### src/common/l3_cache_pkg.sv
/*
  L3 cache shared definitions
  Address split, word width and the request, response and memory command structs
*/
`default_nettype none

package l3_cache_pkg;

  // Requester side
  localparam int NUM_PORTS = 4;
  localparam int PORT_W    = 2;

  // Word addressed, one word per line
  localparam int ADDR_W   = 16;
  localparam int DATA_W   = 32;
  localparam int INDEX_W  = 4;
  localparam int NUM_SETS = 16;
  localparam int TAG_W    = ADDR_W - INDEX_W;

  // Request from an L2 port, port field stamped by the arbiter
  typedef struct packed {
    logic              write;
    logic [ADDR_W-1:0] addr;
    logic [DATA_W-1:0] wdata;
    logic [PORT_W-1:0] port;
  } l3_req_t;

  // Response back to the requesting port
  typedef struct packed {
    logic [PORT_W-1:0] port;
    logic              write;
    logic [DATA_W-1:0] data; // Read word or echoed write word
  } l3_rsp_t;

  // Main memory command
  typedef struct packed {
    logic              write;
    logic [ADDR_W-1:0] addr;
    logic [DATA_W-1:0] data;
  } mem_req_t;

endpackage

`default_nettype wire

### src/hw/l3_cache/l3_line_fill.sv
/*
  L3 line fill
  Writes back a dirty victim, then reads the missing word from main memory
*/
`default_nettype none

module l3_line_fill (
  input  logic                               clk,
  input  logic                               reset,
  input  logic                               fill_valid,
  input  logic                               fill_victim_dirty,
  input  logic [l3_cache_pkg::ADDR_W-1:0]    fill_victim_addr,
  input  logic [l3_cache_pkg::DATA_W-1:0]    fill_victim_data,
  input  logic [l3_cache_pkg::ADDR_W-1:0]    fill_addr,
  output logic                               fill_ready,
  output logic                               fill_done,
  output logic [l3_cache_pkg::DATA_W-1:0]    fill_data,
  output logic                               mem_req_valid,
  output l3_cache_pkg::mem_req_t             mem_req,
  input  logic                               mem_req_ready,
  input  logic                               mem_rsp_valid,
  input  logic [l3_cache_pkg::DATA_W-1:0]    mem_rsp_data
);

  import l3_cache_pkg::*;

  typedef enum logic [1:0] {
    IDLE,
    WRITE_BACK,
    READ_REQ,
    READ_WAIT
  } state_t;

  state_t state, next_state;

  logic [ADDR_W-1:0] victim_addr_q;
  logic [DATA_W-1:0] victim_data_q;
  logic [ADDR_W-1:0] line_addr_q;   // Word to bring in
  logic              start;
  logic              write_back;

  assign fill_ready = (state == IDLE);
  assign start      = fill_valid && fill_ready;
  assign write_back = (state == WRITE_BACK);

  // Command is built from registers only, so it holds while stalled
  always_comb begin
    mem_req_valid = write_back || (state == READ_REQ);
    mem_req.write = write_back;
    mem_req.addr  = write_back ? victim_addr_q : line_addr_q;
    mem_req.data  = write_back ? victim_data_q : '0;
  end

  always_comb begin
    next_state = state;
    case (state)
      IDLE: begin
        if (start) begin
          next_state = fill_victim_dirty ? WRITE_BACK : READ_REQ; // Clean victim skips write
        end
      end
      WRITE_BACK: begin
        if (mem_req_ready) begin
          next_state = READ_REQ;
        end
      end
      READ_REQ: begin
        if (mem_req_ready) begin
          next_state = READ_WAIT;
        end
      end
      READ_WAIT: begin
        if (mem_rsp_valid) begin
          next_state = IDLE;
        end
      end
      default: next_state = IDLE;
    endcase
  end

  always_ff @(posedge clk or posedge reset) begin
    if (reset) begin
      state     <= IDLE;
      fill_done <= 1'b0;
    end else begin
      state     <= next_state;
      fill_done <= (state == READ_WAIT) && mem_rsp_valid; // One cycle pulse
    end
  end

  always_ff @(posedge clk) begin
    if (start) begin
      victim_addr_q <= fill_victim_addr;
      victim_data_q <= fill_victim_data;
      line_addr_q   <= fill_addr;
    end
    if ((state == READ_WAIT) && mem_rsp_valid) begin
      fill_data <= mem_rsp_data;
    end
  end

endmodule

`default_nettype wire

### src/hw/l3_cache/l3_lookup.sv
/*
  L3 lookup stage
  Direct-mapped tag, valid, dirty and data arrays with hit check and write update.
  Misses hand the victim to the line fill and retry once the new line is in.
*/
`default_nettype none

module l3_lookup (
  input  logic                               clk,
  input  logic                               reset,
  input  logic                               arb_valid,
  input  l3_cache_pkg::l3_req_t              arb_req,
  output logic                               arb_ready,
  output logic                               fill_valid,
  input  logic                               fill_ready,
  output logic                               fill_victim_dirty,
  output logic [l3_cache_pkg::ADDR_W-1:0]    fill_victim_addr,
  output logic [l3_cache_pkg::DATA_W-1:0]    fill_victim_data,
  output logic [l3_cache_pkg::ADDR_W-1:0]    fill_addr,
  input  logic                               fill_done,
  input  logic [l3_cache_pkg::DATA_W-1:0]    fill_data,
  output logic                               rsp_valid,
  output l3_cache_pkg::l3_rsp_t              rsp,
  input  logic                               rsp_ready
);

  import l3_cache_pkg::*;

  typedef enum logic [1:0] {
    IDLE,
    COMPARE,   // Check the held request
    WAIT_FILL,
    RESPOND
  } state_t;

  state_t state, next_state;

  logic [TAG_W-1:0]    tag_q  [NUM_SETS];
  logic [DATA_W-1:0]   data_q [NUM_SETS];
  logic [NUM_SETS-1:0] valid_q;
  logic [NUM_SETS-1:0] dirty_q;

  l3_req_t          req_q;   // Request being worked on
  l3_req_t          cur_req;
  logic [INDEX_W-1:0] cur_index;
  logic [TAG_W-1:0]   cur_tag;
  logic             accept;
  logic             lookup_en;
  logic             hit;
  logic             fill_load;

  assign arb_ready = (state == IDLE);
  assign accept    = arb_valid && arb_ready;

  // Fresh request in idle, held one otherwise
  assign cur_req   = (state == IDLE) ? arb_req : req_q;
  assign cur_index = cur_req.addr[INDEX_W-1:0];
  assign cur_tag   = cur_req.addr[ADDR_W-1:INDEX_W];

  assign lookup_en = accept || (state == COMPARE);
  assign hit       = lookup_en && valid_q[cur_index] && (tag_q[cur_index] == cur_tag);
  assign fill_load = (state == WAIT_FILL) && fill_done;

  // Victim is whatever sits in the line now
  assign fill_valid        = (state == COMPARE) && !hit;
  assign fill_victim_dirty = valid_q[cur_index] && dirty_q[cur_index];
  assign fill_victim_addr  = {tag_q[cur_index], cur_index};
  assign fill_victim_data  = data_q[cur_index];
  assign fill_addr         = req_q.addr;

  assign rsp_valid = (state == RESPOND);

  always_comb begin
    next_state = state;
    case (state)
      IDLE: begin
        if (accept) begin
          next_state = hit ? RESPOND : COMPARE;
        end
      end
      COMPARE: begin
        if (hit) begin
          next_state = RESPOND;
        end else if (fill_ready) begin
          next_state = WAIT_FILL;
        end
      end
      WAIT_FILL: begin
        if (fill_done) begin
          next_state = COMPARE; // Retry, now a hit
        end
      end
      RESPOND: begin
        if (rsp_ready) begin
          next_state = IDLE;
        end
      end
      default: next_state = IDLE;
    endcase
  end

  always_ff @(posedge clk or posedge reset) begin
    if (reset) begin
      state   <= IDLE;
      valid_q <= '0;
      dirty_q <= '0;
    end else begin
      state <= next_state;
      if (hit && cur_req.write) begin
        dirty_q[cur_index] <= 1'b1;
      end
      if (fill_load) begin
        valid_q[cur_index] <= 1'b1;
        dirty_q[cur_index] <= 1'b0; // Fresh line matches memory
      end
    end
  end

  always_ff @(posedge clk) begin
    if (accept) begin
      req_q <= arb_req;
    end
    if (hit) begin
      rsp.port  <= cur_req.port;
      rsp.write <= cur_req.write;
      rsp.data  <= cur_req.write ? cur_req.wdata : data_q[cur_index];
      if (cur_req.write) begin
        data_q[cur_index] <= cur_req.wdata;
      end
    end
    if (fill_load) begin
      tag_q[cur_index]  <= cur_tag;
      data_q[cur_index] <= fill_data;
    end
  end

endmodule

`default_nettype wire

### src/hw/l3_req_arbiter.sv
/*
  Round-robin request arbiter
  Picks one of the L2 ports per cycle and holds it in a single output register
*/
`default_nettype none

module l3_req_arbiter (
  input  logic                                 clk,
  input  logic                                 reset,
  input  logic [l3_cache_pkg::NUM_PORTS-1:0]   port_valid,
  input  l3_cache_pkg::l3_req_t                port_req [l3_cache_pkg::NUM_PORTS],
  output logic [l3_cache_pkg::NUM_PORTS-1:0]   port_ready,
  output logic                                 arb_valid,
  output l3_cache_pkg::l3_req_t                arb_req,
  input  logic                                 arb_ready
);

  import l3_cache_pkg::*;

  logic [PORT_W-1:0] last_port;   // Most recently granted port
  logic [PORT_W-1:0] grant_port;
  logic              grant_found;
  logic              can_accept;
  l3_req_t           grant_req;

  // Register empty or being drained this cycle
  assign can_accept = !arb_valid || arb_ready;

  // Search starts at the port after the last grant
  always_comb begin
    logic [PORT_W-1:0] cand;
    grant_found = 1'b0;
    grant_port  = last_port;
    for (int i = 1; i <= NUM_PORTS; i++) begin
      cand = last_port + PORT_W'(i);
      if (!grant_found && port_valid[cand]) begin
        grant_found = 1'b1;
        grant_port  = cand;
      end
    end
  end

  always_comb begin
    port_ready = '0;
    if (grant_found && can_accept) begin
      port_ready[grant_port] = 1'b1;
    end
  end

  // Stamp the winner's port number into its request
  always_comb begin
    grant_req      = port_req[grant_port];
    grant_req.port = grant_port;
  end

  always_ff @(posedge clk or posedge reset) begin
    if (reset) begin
      arb_valid <= 1'b0;
      last_port <= PORT_W'(NUM_PORTS - 1); // Port 0 wins first
    end else if (can_accept) begin
      arb_valid <= grant_found;
      if (grant_found) begin
        last_port <= grant_port;
      end
    end
  end

  always_ff @(posedge clk) begin
    if (can_accept && grant_found) begin
      arb_req <= grant_req;
    end
  end

endmodule

`default_nettype wire

### src/hw/l3_top.sv
/*
  L3 cache top level
  Arbiter, lookup stage and line fill between four L2 ports and main memory
*/
`default_nettype none

module l3_top (
  input  logic                                 clk,
  input  logic                                 reset,
  input  logic [l3_cache_pkg::NUM_PORTS-1:0]   port_valid,
  input  l3_cache_pkg::l3_req_t                port_req [l3_cache_pkg::NUM_PORTS],
  output logic [l3_cache_pkg::NUM_PORTS-1:0]   port_ready,
  output logic                                 rsp_valid,
  output l3_cache_pkg::l3_rsp_t                rsp,
  input  logic                                 rsp_ready,
  output logic                                 mem_req_valid,
  output l3_cache_pkg::mem_req_t               mem_req,
  input  logic                                 mem_req_ready,
  input  logic                                 mem_rsp_valid,
  input  logic [l3_cache_pkg::DATA_W-1:0]      mem_rsp_data
);

  import l3_cache_pkg::*;

  // Arbiter to lookup
  logic    arb_valid;
  logic    arb_ready;
  l3_req_t arb_req;

  // Lookup to line fill
  logic              fill_valid;
  logic              fill_ready;
  logic              fill_victim_dirty;
  logic [ADDR_W-1:0] fill_victim_addr;
  logic [DATA_W-1:0] fill_victim_data;
  logic [ADDR_W-1:0] fill_addr;
  logic              fill_done;
  logic [DATA_W-1:0] fill_data;

  l3_req_arbiter arbiter_i (
    .clk        (clk),
    .reset      (reset),
    .port_valid (port_valid),
    .port_req   (port_req),
    .port_ready (port_ready),
    .arb_valid  (arb_valid),
    .arb_req    (arb_req),
    .arb_ready  (arb_ready)
  );

  l3_lookup lookup_i (
    .clk               (clk),
    .reset             (reset),
    .arb_valid         (arb_valid),
    .arb_req           (arb_req),
    .arb_ready         (arb_ready),
    .fill_valid        (fill_valid),
    .fill_ready        (fill_ready),
    .fill_victim_dirty (fill_victim_dirty),
    .fill_victim_addr  (fill_victim_addr),
    .fill_victim_data  (fill_victim_data),
    .fill_addr         (fill_addr),
    .fill_done         (fill_done),
    .fill_data         (fill_data),
    .rsp_valid         (rsp_valid),
    .rsp               (rsp),
    .rsp_ready         (rsp_ready)
  );

  l3_line_fill line_fill_i (
    .clk               (clk),
    .reset             (reset),
    .fill_valid        (fill_valid),
    .fill_victim_dirty (fill_victim_dirty),
    .fill_victim_addr  (fill_victim_addr),
    .fill_victim_data  (fill_victim_data),
    .fill_addr         (fill_addr),
    .fill_ready        (fill_ready),
    .fill_done         (fill_done),
    .fill_data         (fill_data),
    .mem_req_valid     (mem_req_valid),
    .mem_req           (mem_req),
    .mem_req_ready     (mem_req_ready),
    .mem_rsp_valid     (mem_rsp_valid),
    .mem_rsp_data      (mem_rsp_data)
  );

endmodule

`default_nettype wire

### config.mk
export PLATFORM = sky130hd
export DESIGN_NAME = l3_top
export DESIGN_NICKNAME = d
export VERILOG_FILES = /design/src/common/l3_cache_pkg.sv /design/src/hw/l3_cache/l3_line_fill.sv /design/src/hw/l3_cache/l3_lookup.sv /design/src/hw/l3_req_arbiter.sv /design/src/hw/l3_top.sv
export SDC_FILE = /design/constraint.sdc
export NUM_CORES = 1
export LEC_CHECK = 0
export ABC_AREA = 1
export BUFFER_PORTS_ARGS = -buffer_cell sky130_fd_sc_hd__buf_2
export CAP_MARGIN = 15
export CELL_PAD_IN_SITES_DETAIL_PLACEMENT = 1
export CELL_PAD_IN_SITES_GLOBAL_PLACEMENT = 1
export CORE_UTILIZATION = 52
export CTS_CLUSTER_DIAMETER = 150
export DETAILED_ROUTE_END_ITERATION = 6
export PLACE_DENSITY = 0.81
export SYNTH_ARGS = -nofsm -noshare
export SYNTH_HDL_FRONTEND = slang
export SYNTH_SLANG_ARGS = --single-unit
### constraint.sdc
create_clock -name clk -period 8.03 [get_ports clk]
set_input_delay 0.4015 -clock clk [delete_from_list [all_inputs] [get_ports clk]]
set_output_delay 0.4015 -clock clk [all_outputs]
set_load 0.05 [all_outputs]
======== Yosys cells after proc, flatten, opt, wreduce, memory -nomap -nowiden ========
Memories as Yosys holds them, arrays and structs flattened.
Index checks and enable logic that the tools add are counted.
W data, S select, Z words.
word-level totals
  RAM bits ................................ 704
  register bits after elaboration ......... 273
  word-level logic and storage cells ...... 138
  memories ................................ 2
  bits of input ports ..................... 245
  bits in latches ......................... 0
  output and inout bits ................... 90
  ROM bits ................................ 0
memories
  name             words  bits a word  rd ports  clocked after Yosys merged registers in  wr ports  line             text
  lookup_i.data_q  16     32           1         0                                        1         l3_lookup.sv:39  logic [DATA_W-1:0] data_q [NUM_SETS];
  lookup_i.tag_q   16     12           1         0                                        1         l3_lookup.sv:38  logic [TAG_W-1:0] tag_q [NUM_SETS];
cells by class
  shift-type cells ........................ 0
  multipliers ............................. 0
  equality and inequality tests ........... 15
  bitwise operators ....................... 6
  add/subtract/negate cells ............... 3
  muxes and demuxes ....................... 53
  div/mod/pow operators ................... 0
  reduce and logical (&&, ||, !) cells .... 28
  $lt $le $gt $ge ......................... 9
operators with widths
  kind                   number
  $mux W51               3
  $bmux W51 S2           1
  $mux W32               3
  $mux W16               3
  $or A16 B16 Y16        2
  $mux W2                15
  $mux W1                17
  $and A16 B16 Y16       1
  $not A16 Y16           1
  $pmux W2 S4            2
  $logic_and A1 B1 Y1    15
  $lt A2 B3 Y1 const B   5
  $eq A12 B12 Y1         1
  $bmux W1 S2            4
  $bmux W1 S4            2
  $eq A2 B2 Y1 const B   4
  $ne A2 B2 Y1 const B   4
  $reduce_and A4 Y1      2
  $ne A2 B1 Y1 const B   3
  $logic_not A1 Y1       5
  $lt A4 B5 Y1 const B   1
  $add A2 B2 Y2 const B  2
  $demux W1 S4           1
  $eq A2 B1 Y1 const B   2
  other kinds (12)       15

======== Logic depth before layout (Yosys ltp) ========
Gate-level depths: netlist (run 1).
  depth after elaboration ................. 18
  mapped depth ............................ 25
  mapped depth without buffers ............ 22

======== Modules after synthesis ========
From an unflattened synthesis (run 1), not the netlist that was laid out.
second synthesis, totals
  cells, all modules ...................... 3432
  area total of the unflattened synthesis .. 41130.7 um^2
modules (own cells, without submodules)
  module          area an instance (um^2)  seq. area each (um^2)  cells an instance  instances
  l3_lookup       33309.4                  24573.6                2597               1
  l3_req_arbiter  4162.7                   1609.0                 616                1
  l3_line_fill    3658.5                   2957.8                 219                1

======== Least setup slack after synthesis (run 1) ========
Ideal clock, no wire load.
  path type ............................... register -> register
  from .................................... register lookup_i.state[0]
  to ...................................... register line_fill_i.line_addr_q[0] (enable)
  required time ........................... 7544 ps
  setup time .............................. 486 ps
  slack ................................... 2495 ps
  arrival time ............................ 5049 ps
  stages on the path, launching flop included .. 13
  period minus slack after synthesis ...... 5535 ps
  buffers on the path ..................... 2
  cells stage by stage .................... dfrtp_1 -> nor2_8 -> buf_6 -> clkbuf_1 -> o21ai_0 -> o21ai_0 -> nand2_1 -> nor2_1 -> nand2_1 -> nor2_1 -> nand2_2 -> nand2_1 -> nor2_1
RTL lines
  element                 line                text
  start, declared         l3_lookup.sv:36     state_t state, next_state;
  start signal, assigned  l3_lookup.sv:108    state <= next_state;
  end signal, assigned    l3_line_fill.sv:95  line_addr_q <= fill_addr;
  end, declared           l3_line_fill.sv:38  logic [ADDR_W-1:0] line_addr_q;

======== Worst setup path in the final report (run 1) ========
  from .................................... register lookup_i.state[0]
  to ...................................... memory lookup_i.data_q[12][13] (enable)
between the ends
  word-level cells in the longest chain between the ends .. 9
  elaborated cells between the ends (all ways) .. 19
  those cells by class .................... eq/ne (3); mux (8); bitwise (1); reduce/logical (6); memory (1)
ends and longest elaborated chain
  element                                                  line
  branches (longest 9 deep; another with $mem_v2 Z16 W12)  --
  end, declared                                            l3_lookup.sv:39
Several ways; the timed one is not identified. The select of a mux whose other input is x is not followed.

==> results of run 1 <==
-- registers in the layout, indices dropped and copies added, names as in the netlist, named ones only --
register,flops
lookup_i.req_q,35
line_fill_i.fill_done,1
line_fill_i.line_addr_q,16
lookup_i.data_q,512
lookup_i.fill_addr,16
line_fill_i.state,2
lookup_i.valid_q,16
lookup_i.state,2
lookup_i.rsp,35
arbiter_i.arb_req,51
arbiter_i.arb_valid,1
lookup_i.dirty_q,1
line_fill_i.fill_data,32
line_fill_i.victim_addr_q,16
arbiter_i.last_port,2
lookup_i.tag_q,192
line_fill_i.victim_data_q,32
-- what timing repair did --
| item | 4_1_cts | 5_1_grt |
|---|---|---|
| hold buffers | 33 | 0 |
| resized for setup | 0 | 0 |
| endpoints found under the hold margin | 44 | 0 |
-- cell families (layout without fill, tap and decap cells) --
| group | after synthesis | count (layout) |
|---|---|---|
| DFF | 977 | 977 |
| muxes | 49 | 49 |
| buffers and inverters | 482 | 893 |
| xor gates and xnor gates | 1 | 1 |
| AOI/OAI and AO/OA | 402 | 402 |
| adders and majority gates | 4 | 4 |
| other | 0 | 3 |
| and+or+nand+nor | 1412 | 1412 |
-- worst max-delay path, stage by stage (launching register included) --
cell,delay [ps]
dfrtp_1,500
nor2_8,440
nand2_2,380
nand2_8,680
buf_4,960
nand2_1,150
nand2_1,120
nand2_1,50
nand2_1,80
nand2_1,60
nand2_1,140
o21ai_0,110
nand2_1,120
nand3_1,180
nor2_2,170
nand2_2,180
nor2_8,340
nand2_1,210
o21ai_4,100
buf_4,580
-- worst min path at each step --
stage	from	endpoint	cells after the start
2_1_floorplan	arbiter_i.arb_req[46]	lookup_i.fill_addr[12]	0
3_3_place_gp	arbiter_i.arb_req[0]	lookup_i.req_q[0]	0
3_5_place_dp	arbiter_i.arb_req[39]	lookup_i.fill_addr[5]	0
4_1_cts	port_req[31]	arbiter_i.arb_req[31]	3
5_1_grt	port_req[14]	arbiter_i.arb_req[14]	3
6_report	port_req[31]	arbiter_i.arb_req[31]	3
-- per-stage QoR --
| step | hold WS (ps) | area [um2] | utilization | std cells | total power (uW) |
|---|---|---|---|---|---|
| detailed placement | 438 | 43300 | 0.560 | 4564 | 18100 |
| global route | 44.1 | 46800 | 0.606 | 4780 | 24000 |
| floorplan | 418 | 40600 | - | 3327 | 14300 |
| global placement | 430 | 43300 | 0.560 | 4564 | 17500 |
| CTS | 8.53 | 46800 | 0.605 | 4776 | 22800 |
| finish | 37.2 | 46800 | 0.606 | 4781 | 23200 |
-- per-layer routing --
| metal | global-route usage | part of all wire | vias up |
|---|---|---|---|
| met5 | 0.00366 | 0.00032 | - |
| met4 | 0.194 | 0.062 | 6 |
| met3 | 0.0691 | 0.084 | 506 |
| met2 | 0.576 | 0.50 | 1845 |
| met1 | 0.409 | 0.35 | 14900 |
| li1 | - | - | 12600 |
-- cells in the mapped netlist (all sizes together) --
| cell | number | area, um2 |
|---|---|---|
| o22ai | 9 | 56.3 |
| nand3b | 10 | 75.1 |
| or2 | 56 | 350 |
| or3 | 32 | 200 |
| inv | 271 | 1020 |
| nor3 | 4 | 20.0 |
| nand2 | 731 | 2810 |
| o21bai | 1 | 7.51 |
| clkbuf | 120 | 450 |
| nand4 | 51 | 319 |
| edfxtp | 937 | 28100 |
| mux2i | 33 | 330 |
| buf | 86 | 462 |
| ha | 4 | 50.1 |
| dfrtp | 38 | 951 |
| a31oi | 128 | 801 |
| nor2 | 77 | 352 |
| clkinv | 5 | 18.8 |
| a22oi | 128 | 961 |
| dfstp | 2 | 52.6 |
| xnor2 | 1 | 8.76 |
| o211ai | 2 | 15.0 |
| a21oi | 17 | 88.8 |
| o21ai | 117 | 612 |
| mux2 | 16 | 180 |
| nand3 | 451 | 2260 |
-- power by group --
group / switching (uW) / internal [uW] / total (uW)
combinational: 8350 / 2490 / 10800
sequential: 274 / 7520 / 7790
clock: 2020 / 2540 / 4560
total: 10600 / 12500 / 23200
-- layout make-up --
class                           instances  area (um2)  share of cell area
Antenna cell                            3        7.51            0.000160
Clock buffer                          120        2560              0.0548
Clock inverter                         59         576              0.0123
Inverter                              276        1040              0.0222
Multi-Input combinational cell       1868        9630               0.206
Sequential cell                       977       29100               0.622
Tap cell                             1040        1300              0.0278
Timing Repair Buffer                  438        2580              0.0551
==> impl_summary.log, run 1 <==
INFO  metric power_per_cell_area = 495 nW/um2
INFO  metric setup_tns = 0 ps
INFO  metric final_skew = ~48 ps
INFO  metric dpl_worst_slack = about 2100 ps
INFO  metric dominant_combinational_cell_family_by_area_after_synthesis = simple AND/OR/NAND/NOR gates
INFO  metric synth_adder_area_share = 0.00123
INFO  metric synth.yosys.seq_area_share = 0.718
INFO  metric cts_buffers = 98
INFO  metric num-fill-cells = approximately 7800
INFO  metric initial_utilization = 0.525
INFO  metric period_needed = 6110 ps
INFO  metric power.static_leakage = between 0.015 and 0.02 uW
INFO  metric postSynthAreaPerCell = 12.2 um2
INFO  metric ys_types = 42
INFO  metric postSynthRegisterBits = between 900 and 1000
INFO  metric r2r_slack = approximately 1900 ps
INFO  metric worst-setup-path-type = flop to flop
INFO  metric grt_antenna_before_repair = 6
INFO  metric max_slew.worst_pin.slew = around 1300 ps
INFO  metric globalplace.congestion = 0.854
INFO  metric ctsHtreeMaxLevel = 3
INFO  metric worst_path_required = 8330 ps
INFO  metric critical_path.max_fanout = about 110
INFO  metric firstDrtPassIters = 5
INFO  metric drive_gt1_frac = 0.172
INFO  metric total_routing_resource_utilization_after_global_routing = 0.341
INFO  metric report.final.hold_viol_count = 0
INFO  metric syn-num-nets = about 3600
INFO  metric cts_tree = done
INFO  metric power.ir.vdd_worst = ~0.8 mV
INFO  metric crit_path_end = lookup_i.data_q[12][13]
INFO  metric grt_setup_unrepaired = no
INFO  metric globalRouteOverflowTotal = 0
INFO  metric clock_path_buffers = 3
INFO  metric crit-reg2reg-launch = lookup_i.state[0]
INFO  metric worst-endpoint-arrival = roughly 6400 ps
INFO  metric first_global_vias = about 32000
INFO  metric post_route_drc_violation_count = 0
INFO  metric setup-violations-final = 0
INFO  metric ant_nets = 0
INFO  metric clock_latency_on_the_worst_skew_pair = roughly 690 ps
INFO  metric synth.mux.area_fraction = 0.0126
INFO  metric worstReg2RegEnd = lookup_i.data_q[12][13]
INFO  metric design.die.area = 79200 um2
INFO  metric grt_first_pass_wirelength = slightly below 200000 um
INFO  metric timing.critical_path.from_type = flop
INFO  metric grt_start_max_net_pins = about 260
INFO  metric post-cts-setup-buffers = 0
INFO  metric clk_pin_slew_worst_paths = around 60 ps
INFO  metric xor_xnor_share_of_the_synthesized_area = 0.000216
INFO  metric fp.coreArea = 77300 um2
INFO  metric post-route-worst-setup-slack = 1920 ps
INFO  metric run_status = complete, no violations
INFO  metric synthSimpleGateAreaFrac = 0.157
INFO  metric clockRootBuffer = clkbuf_16
INFO  metric average_detailed_routed_wire_length_per_instance = 28.5 um
INFO  metric detail_route.iter0.violations = about 3700
INFO  metric synth_warnings = 0
INFO  metric mostFrequentLayoutCells = 937 x edfxtp_1, 713 x nand2_1, 451 x nand3_1
INFO  metric place.port_buffers = approximately 330
INFO  metric finalMaxSlewViolations = 0
INFO  metric cts.sinks = just under 1000
INFO  metric synth_compound_area_frac = 0.0626
INFO  metric dr_vias_cell = roughly 6.2
INFO  metric dp_hpwl = between 70000 and 80000 um
INFO  metric max-cap-violations = 0
INFO  metric nNetsFinal = ~3900
INFO  metric die_h = between 200 and 300 um
INFO  metric vias = approximately 30000
INFO  metric max_clock_freq = roughly 160 MHz
INFO  metric die_width = about 280 um
INFO  metric rr_worst_depth = 19
INFO  metric layout_commonest_cell = edfxtp_1
INFO  metric wire_length_reported_by_the_detailed_router = about 140000 um
INFO  metric core.rowCount = around 100
INFO  metric crit_path_end_kind = flop
INFO  metric syn_to_final_growth = 15.4%
INFO  metric netlist_area = approximately 41000 um2
INFO  metric max_slew_margin = 0.157
INFO  metric min_period_over_period = 0.761
INFO  metric io_pins = approximately 340
INFO  metric timing.hold.worst.class = primary input to flop
INFO  metric cp-startpoint = lookup_i.state[0]
INFO  metric netlist_instances = 3327
Note: power is estimated with default switching activity, not from simulation.
==> run 2: changes to the inputs <==
ABC_AREA = 0   (was 1)
CORE_UTILIZATION = 49   (was 52)
PLACE_DENSITY = 0.76   (was 0.81)
clock period = 5.95 ns   (was 8.03 ns; I/O delays follow)
==> run 2 against run 1 <==
Against the previous run:
- count of clock-buffer cells in the layout increased by 5
- register-to-register slack got worse by 1600 ps
- core utilization decreased by 2.4 points
- design area increased by 3.6%
- fmax increased by 8.0%
- sequential share of layout area decreased by 2.2 points
- critical endpoint is now lookup_i.data_q[9][17]
- largest cell class unchanged
- highest routed layer unchanged
==> impl_summary.log, run 2 <==
INFO  metric syn-num-nets = 3481 (-2.7%)
INFO  metric cts_tree = done
INFO  metric die_width = 292 um (+3.8%)
INFO  metric fp.coreArea = 83400 um2 (+7.9%)
INFO  metric first_global_vias = 31200 (-1.1%)
INFO  metric globalplace.congestion = 0.951 (+11%)
INFO  metric final_core_utilization = 0.582 (-0.0238)
INFO  metric cts_hold_buffers_added = 64 (+94%)
INFO  metric synth.yosys.seq_area_share = 0.707 (-0.0114)
INFO  metric synth_edf_count = 937 (unchanged)
INFO  metric ctsHtreeMaxLevel = 3 (unchanged)
INFO  metric design.die.area = 85300 um2 (+7.8%)
INFO  metric globalRouteOverflowTotal = 0 (unchanged)
INFO  metric syn_to_final_growth = 17.7%
INFO  metric period_needed = 5660 ps (-452 ps)
INFO  metric synth.top_cells.by_count = 937 x edfxtp_1, 787 x nand2_1, 271 x nand3_1
INFO  metric dp_hpwl = 84800 um (+10%)
INFO  metric min_period_over_period = 0.951 (+0.190)
INFO  metric worst-setup-path-type = flop to flop
INFO  metric power.ir.vdd_worst = 0.471 mV (-40%)
INFO  metric crit_path_end = lookup_i.data_q[9][17]
INFO  metric post-cts-setup-buffers = 0 (unchanged)
INFO  metric ys_types = 81 (+93%)
INFO  metric post-route-worst-setup-slack = 289 ps (-1630 ps)
INFO  metric cp.depth = 12 (-7)
INFO  metric sw_frac_of_total = 0.406 (-0.0529)
INFO  metric worst-endpoint-arrival = 6060 ps (-350 ps)
INFO  metric grt_start_max_net_pins = 192 (-25%)
INFO  metric place.port_buffers = 326 (unchanged)
INFO  metric max_clock_freq = 177 MHz (+8.0%)
INFO  metric synth_warnings = 0 (unchanged)
INFO  metric netlist_area = 41200 um2 (+1.6%)
INFO  metric grt_setup_unrepaired = no
INFO  metric vias = 29700 (-0.51%)
INFO  metric core.rowCount = 106 (+3.9%)
INFO  metric run_status = complete, no violations
INFO  metric cts.sinks = 977 (unchanged)
INFO  metric yosysTopAreaCell = edfxtp_1
INFO  metric synth_async_sr_flop_share = 0.0409 (unchanged)
INFO  metric max_slew_margin = 0.109 (-0.0487)
INFO  metric die_h = 292 um (+3.8%)
INFO  metric critical-path-top-delay-family = simple AND/OR/NAND/NOR gates
INFO  metric rr_worst_depth = 12 (-7)
INFO  metric ctsResizeCount = 0 (unchanged)
INFO  metric worst_path_largest_cell_delay = 800 ps (-160 ps)
INFO  metric yosysMostFrequentCell = edfxtp_1
INFO  metric setup-violations-final = 0 (unchanged)
INFO  metric timing.critical_path.from_type = flop
INFO  metric clock_latency_on_the_worst_skew_pair = 700 ps (about the same)
INFO  metric wire_length_reported_by_the_detailed_router = 137000 um (+0.49%)
INFO  metric yosys_most_used_dff = edfxtp_1
INFO  metric power.static_leakage = 0.0179 uW (-0.55%)
INFO  metric io_pins = 335 (unchanged)
INFO  metric critical_path.max_fanout = 25 (-78%)
INFO  metric share_of_yosys_cell_area_claimed_by_the_top_area_cell_type = 0.682 (-0.0110)
INFO  metric final_skew = 44.8 ps (-3.42 ps)
INFO  metric regMostFlops = lookup_i.data_q
INFO  metric drive_gt1_frac = 0.193 (+0.0210)
INFO  metric max_slew.worst_pin.slew = 1330 ps (+66.9 ps)
INFO  metric nNetsFinal = 3867 (-1.0%)
INFO  metric initial_utilization = 0.494 (-0.0304)
INFO  metric total_switching_power = 10800 uW (+1.1%)
INFO  metric dpl_worst_slack = 425 ps (-1720 ps)
INFO  metric synth_top_cells_by_area = edfxtp_1 68%, nand2_1 7.2%, nand3_1 3.3%, mux2i_1 3.2%, dfrtp_1 2.3%
INFO  metric worstReg2RegEnd = lookup_i.data_q[9][17]
INFO  metric average_detailed_routed_wire_length_per_instance = 28.6 um (+0.35%)
INFO  metric comb_power_share = 0.396 (-0.071)
INFO  metric total_routing_resource_utilization_after_global_routing = 0.319 (-0.0225)
INFO  metric largest_register_ffs = 512 (unchanged)
INFO  metric clk_pin_slew_worst_paths = 60 ps (about the same)
INFO  metric report.final.hold_viol_count = 0 (unchanged)
INFO  metric num-fill-cells = 8286 (+6.2%)
INFO  metric finalMaxSlewViolations = 0 (unchanged)
INFO  metric clockRootBuffer = clkbuf_16
INFO  metric power_per_cell_area = 546 nW/um2 (+10%)
INFO  metric grt_antenna_before_repair = 11 (+5)
INFO  metric worst_hold_path.num_cells = 3 (unchanged)
INFO  metric fin_total_pwr = 26500 uW (+14%)
INFO  metric critPathSlowestCell = or4_1
INFO  metric netlist_instances = 3232 (-2.9%)
INFO  metric pwr-share-clk = 0.240 (+0.043)
INFO  metric dr_vias_cell = 6.20 (-0.66%)
INFO  metric cp-startpoint = lookup_i.state[0]
INFO  metric top_regs = lookup_i.data_q: 512 flops, lookup_i.tag_q: 192 flops, arbiter_i.arb_req: 51 flops
INFO  metric r2r_slack = 290 ps (-1630 ps)
INFO  metric max-cap-violations = 0 (unchanged)
INFO  metric critical_path.n_buffers_inverters = 2 (unchanged)
INFO  metric place_inst = 4515 (-1.1%)
INFO  metric postSynthRegisterBits = 977 (unchanged)
INFO  metric power.internal = 15700 uW (+25%)
INFO  metric post_route_drc_violation_count = 0 (unchanged)
INFO  metric postSynthAreaPerCell = 12.8 um2 (+4.6%)
INFO  metric detail_route.iter0.violations = 2935 (-22%)
INFO  metric clock_path_buffers = 3 (unchanged)
INFO  metric worst_path_required = 6350 ps (-1980 ps)
INFO  metric mostFrequentLayoutCells = 937 x edfxtp_1, 787 x nand2_1, 326 x buf_2
INFO  metric layout_commonest_cell = edfxtp_1
INFO  metric part_of_the_power_in_registers = 0.364 (+0.028)
INFO  metric crit_path_end_kind = flop
INFO  metric grt_first_pass_wirelength = 201000 um (+1.7%)
INFO  metric ant_nets = 0 (unchanged)
INFO  metric cts_buffers = 100 (+2.0%)
INFO  metric firstDrtPassIters = 5 (unchanged)
INFO  metric setup_tns = 0 ps (unchanged)
INFO  metric timing.hold.worst.class = primary input to flop
INFO  metric timing.critical_path.cells = or2_4 > buf_4 > nor2_1 > o32ai_1 > nor4_1 > a2111o_1 > nor3_2 > o2111a_1 > nand4_2 > or4_1 > a21oi_4 > buf_12
INFO  metric crit-reg2reg-launch = lookup_i.state[0]
INFO  metric post_layout_nonfiller_instances = 4788 (+0.15%)
run 2: changes by cell type after synthesis, sizes merged, moves of 44 or more:
cell,change
nand4,-46
a22oi,-128
clkbuf,+49
nor2,+44
nand2,+56
nand3,-180
a21oi,+80
mux2i,+101
inv,-245
and3,+110
o21ai,-81
a311oi,+66
run 2: final cells by class:
class | count | area [um2] | share of cell area
Clock buffer | 125 | 2650 | 0.0545
Inverter | 26 | 108 | 0.00222
Antenna cell | 4 | 10.0 | 0.000206
Clock inverter | 63 | 653 | 0.0135
Sequential cell | 977 | 29100 | 0.600
Timing Repair Buffer | 512 | 3360 | 0.0692
Multi-Input combinational cell | 2001 | 11300 | 0.232
Tap cell | 1080 | 1350 | 0.0278
run 2: stage by stage:
| step | cell area [um2] | hold slack [ps] |
|---|---|---|
| floorplan | 41200 | 396 |
| detailed placement | 44400 | 438 |
| CTS | 48400 | 0.684 |
| global route | 48500 | 23.1 |
| finish | 48500 | 15.5 |
| global placement | 44400 | 433 |
run 2: power by group through the flow:
stage	logic, uW	clock network, uW	registers (uW)
finish	10500	6360	9640
global route	11000	6630	9690
CTS	10200	6410	9650
detailed placement	9980	0	9780
global placement	9570	0	9740
floorplan	6330	0	9600
run 2: per-layer routing:
layer / vias up / global-route usage / part of all wire
li1: 12700 / - / -
met3: 337 / 0.0435 / 0.070
met2: 1392 / 0.542 / 0.50
met4: 10 / 0.149 / 0.048
met1: 15200 / 0.406 / 0.38
met5: - / 0 / 0.00056
run 2: worst min-delay path by stage:
stage | endpoint | startpoint | slack (ps)
3_3_place_gp | line_fill_i.line_addr_q[14] | lookup_i.fill_addr[14] | 430
3_5_place_dp | line_fill_i.line_addr_q[4] | lookup_i.fill_addr[4] | 440
5_1_grt | arbiter_i.arb_req[25] | port_req[25] | 20
2_1_floorplan | line_fill_i.fill_data[0] | mem_rsp_data[0] | 400
4_1_cts | arbiter_i.arb_req[20] | port_req[20] | 0.7
6_report | arbiter_i.arb_req[25] | port_req[25] | 20
run 2: logic make-up (layout without fill, tap and decap cells):
group	count (synthesis)	count (layout)	synth area share
other	0	4	0
AO/OA/AOI/OAI	412	412	0.0697
AND/OR/NAND/NOR	1411	1411	0.153
XOR/XNOR	12	12	0.00255
adder cells (fa/ha/maj)	4	4	0.00121
multiplexers	162	162	0.0414
flip-flops	977	977	0.707
buffers and inverters	254	726	0.0260
run 2: worst register-to-register path, stage by stage (launching register included):
cell and delay, ps:
dfrtp_1 650, or2_4 530, buf_4 440, nor2_1 100, o32ai_1 580, nor4_1 230, a2111o_1 450, nor3_2 230
o2111a_1 230, nand4_2 300, or4_1 810, a21oi_4 580, buf_12 230
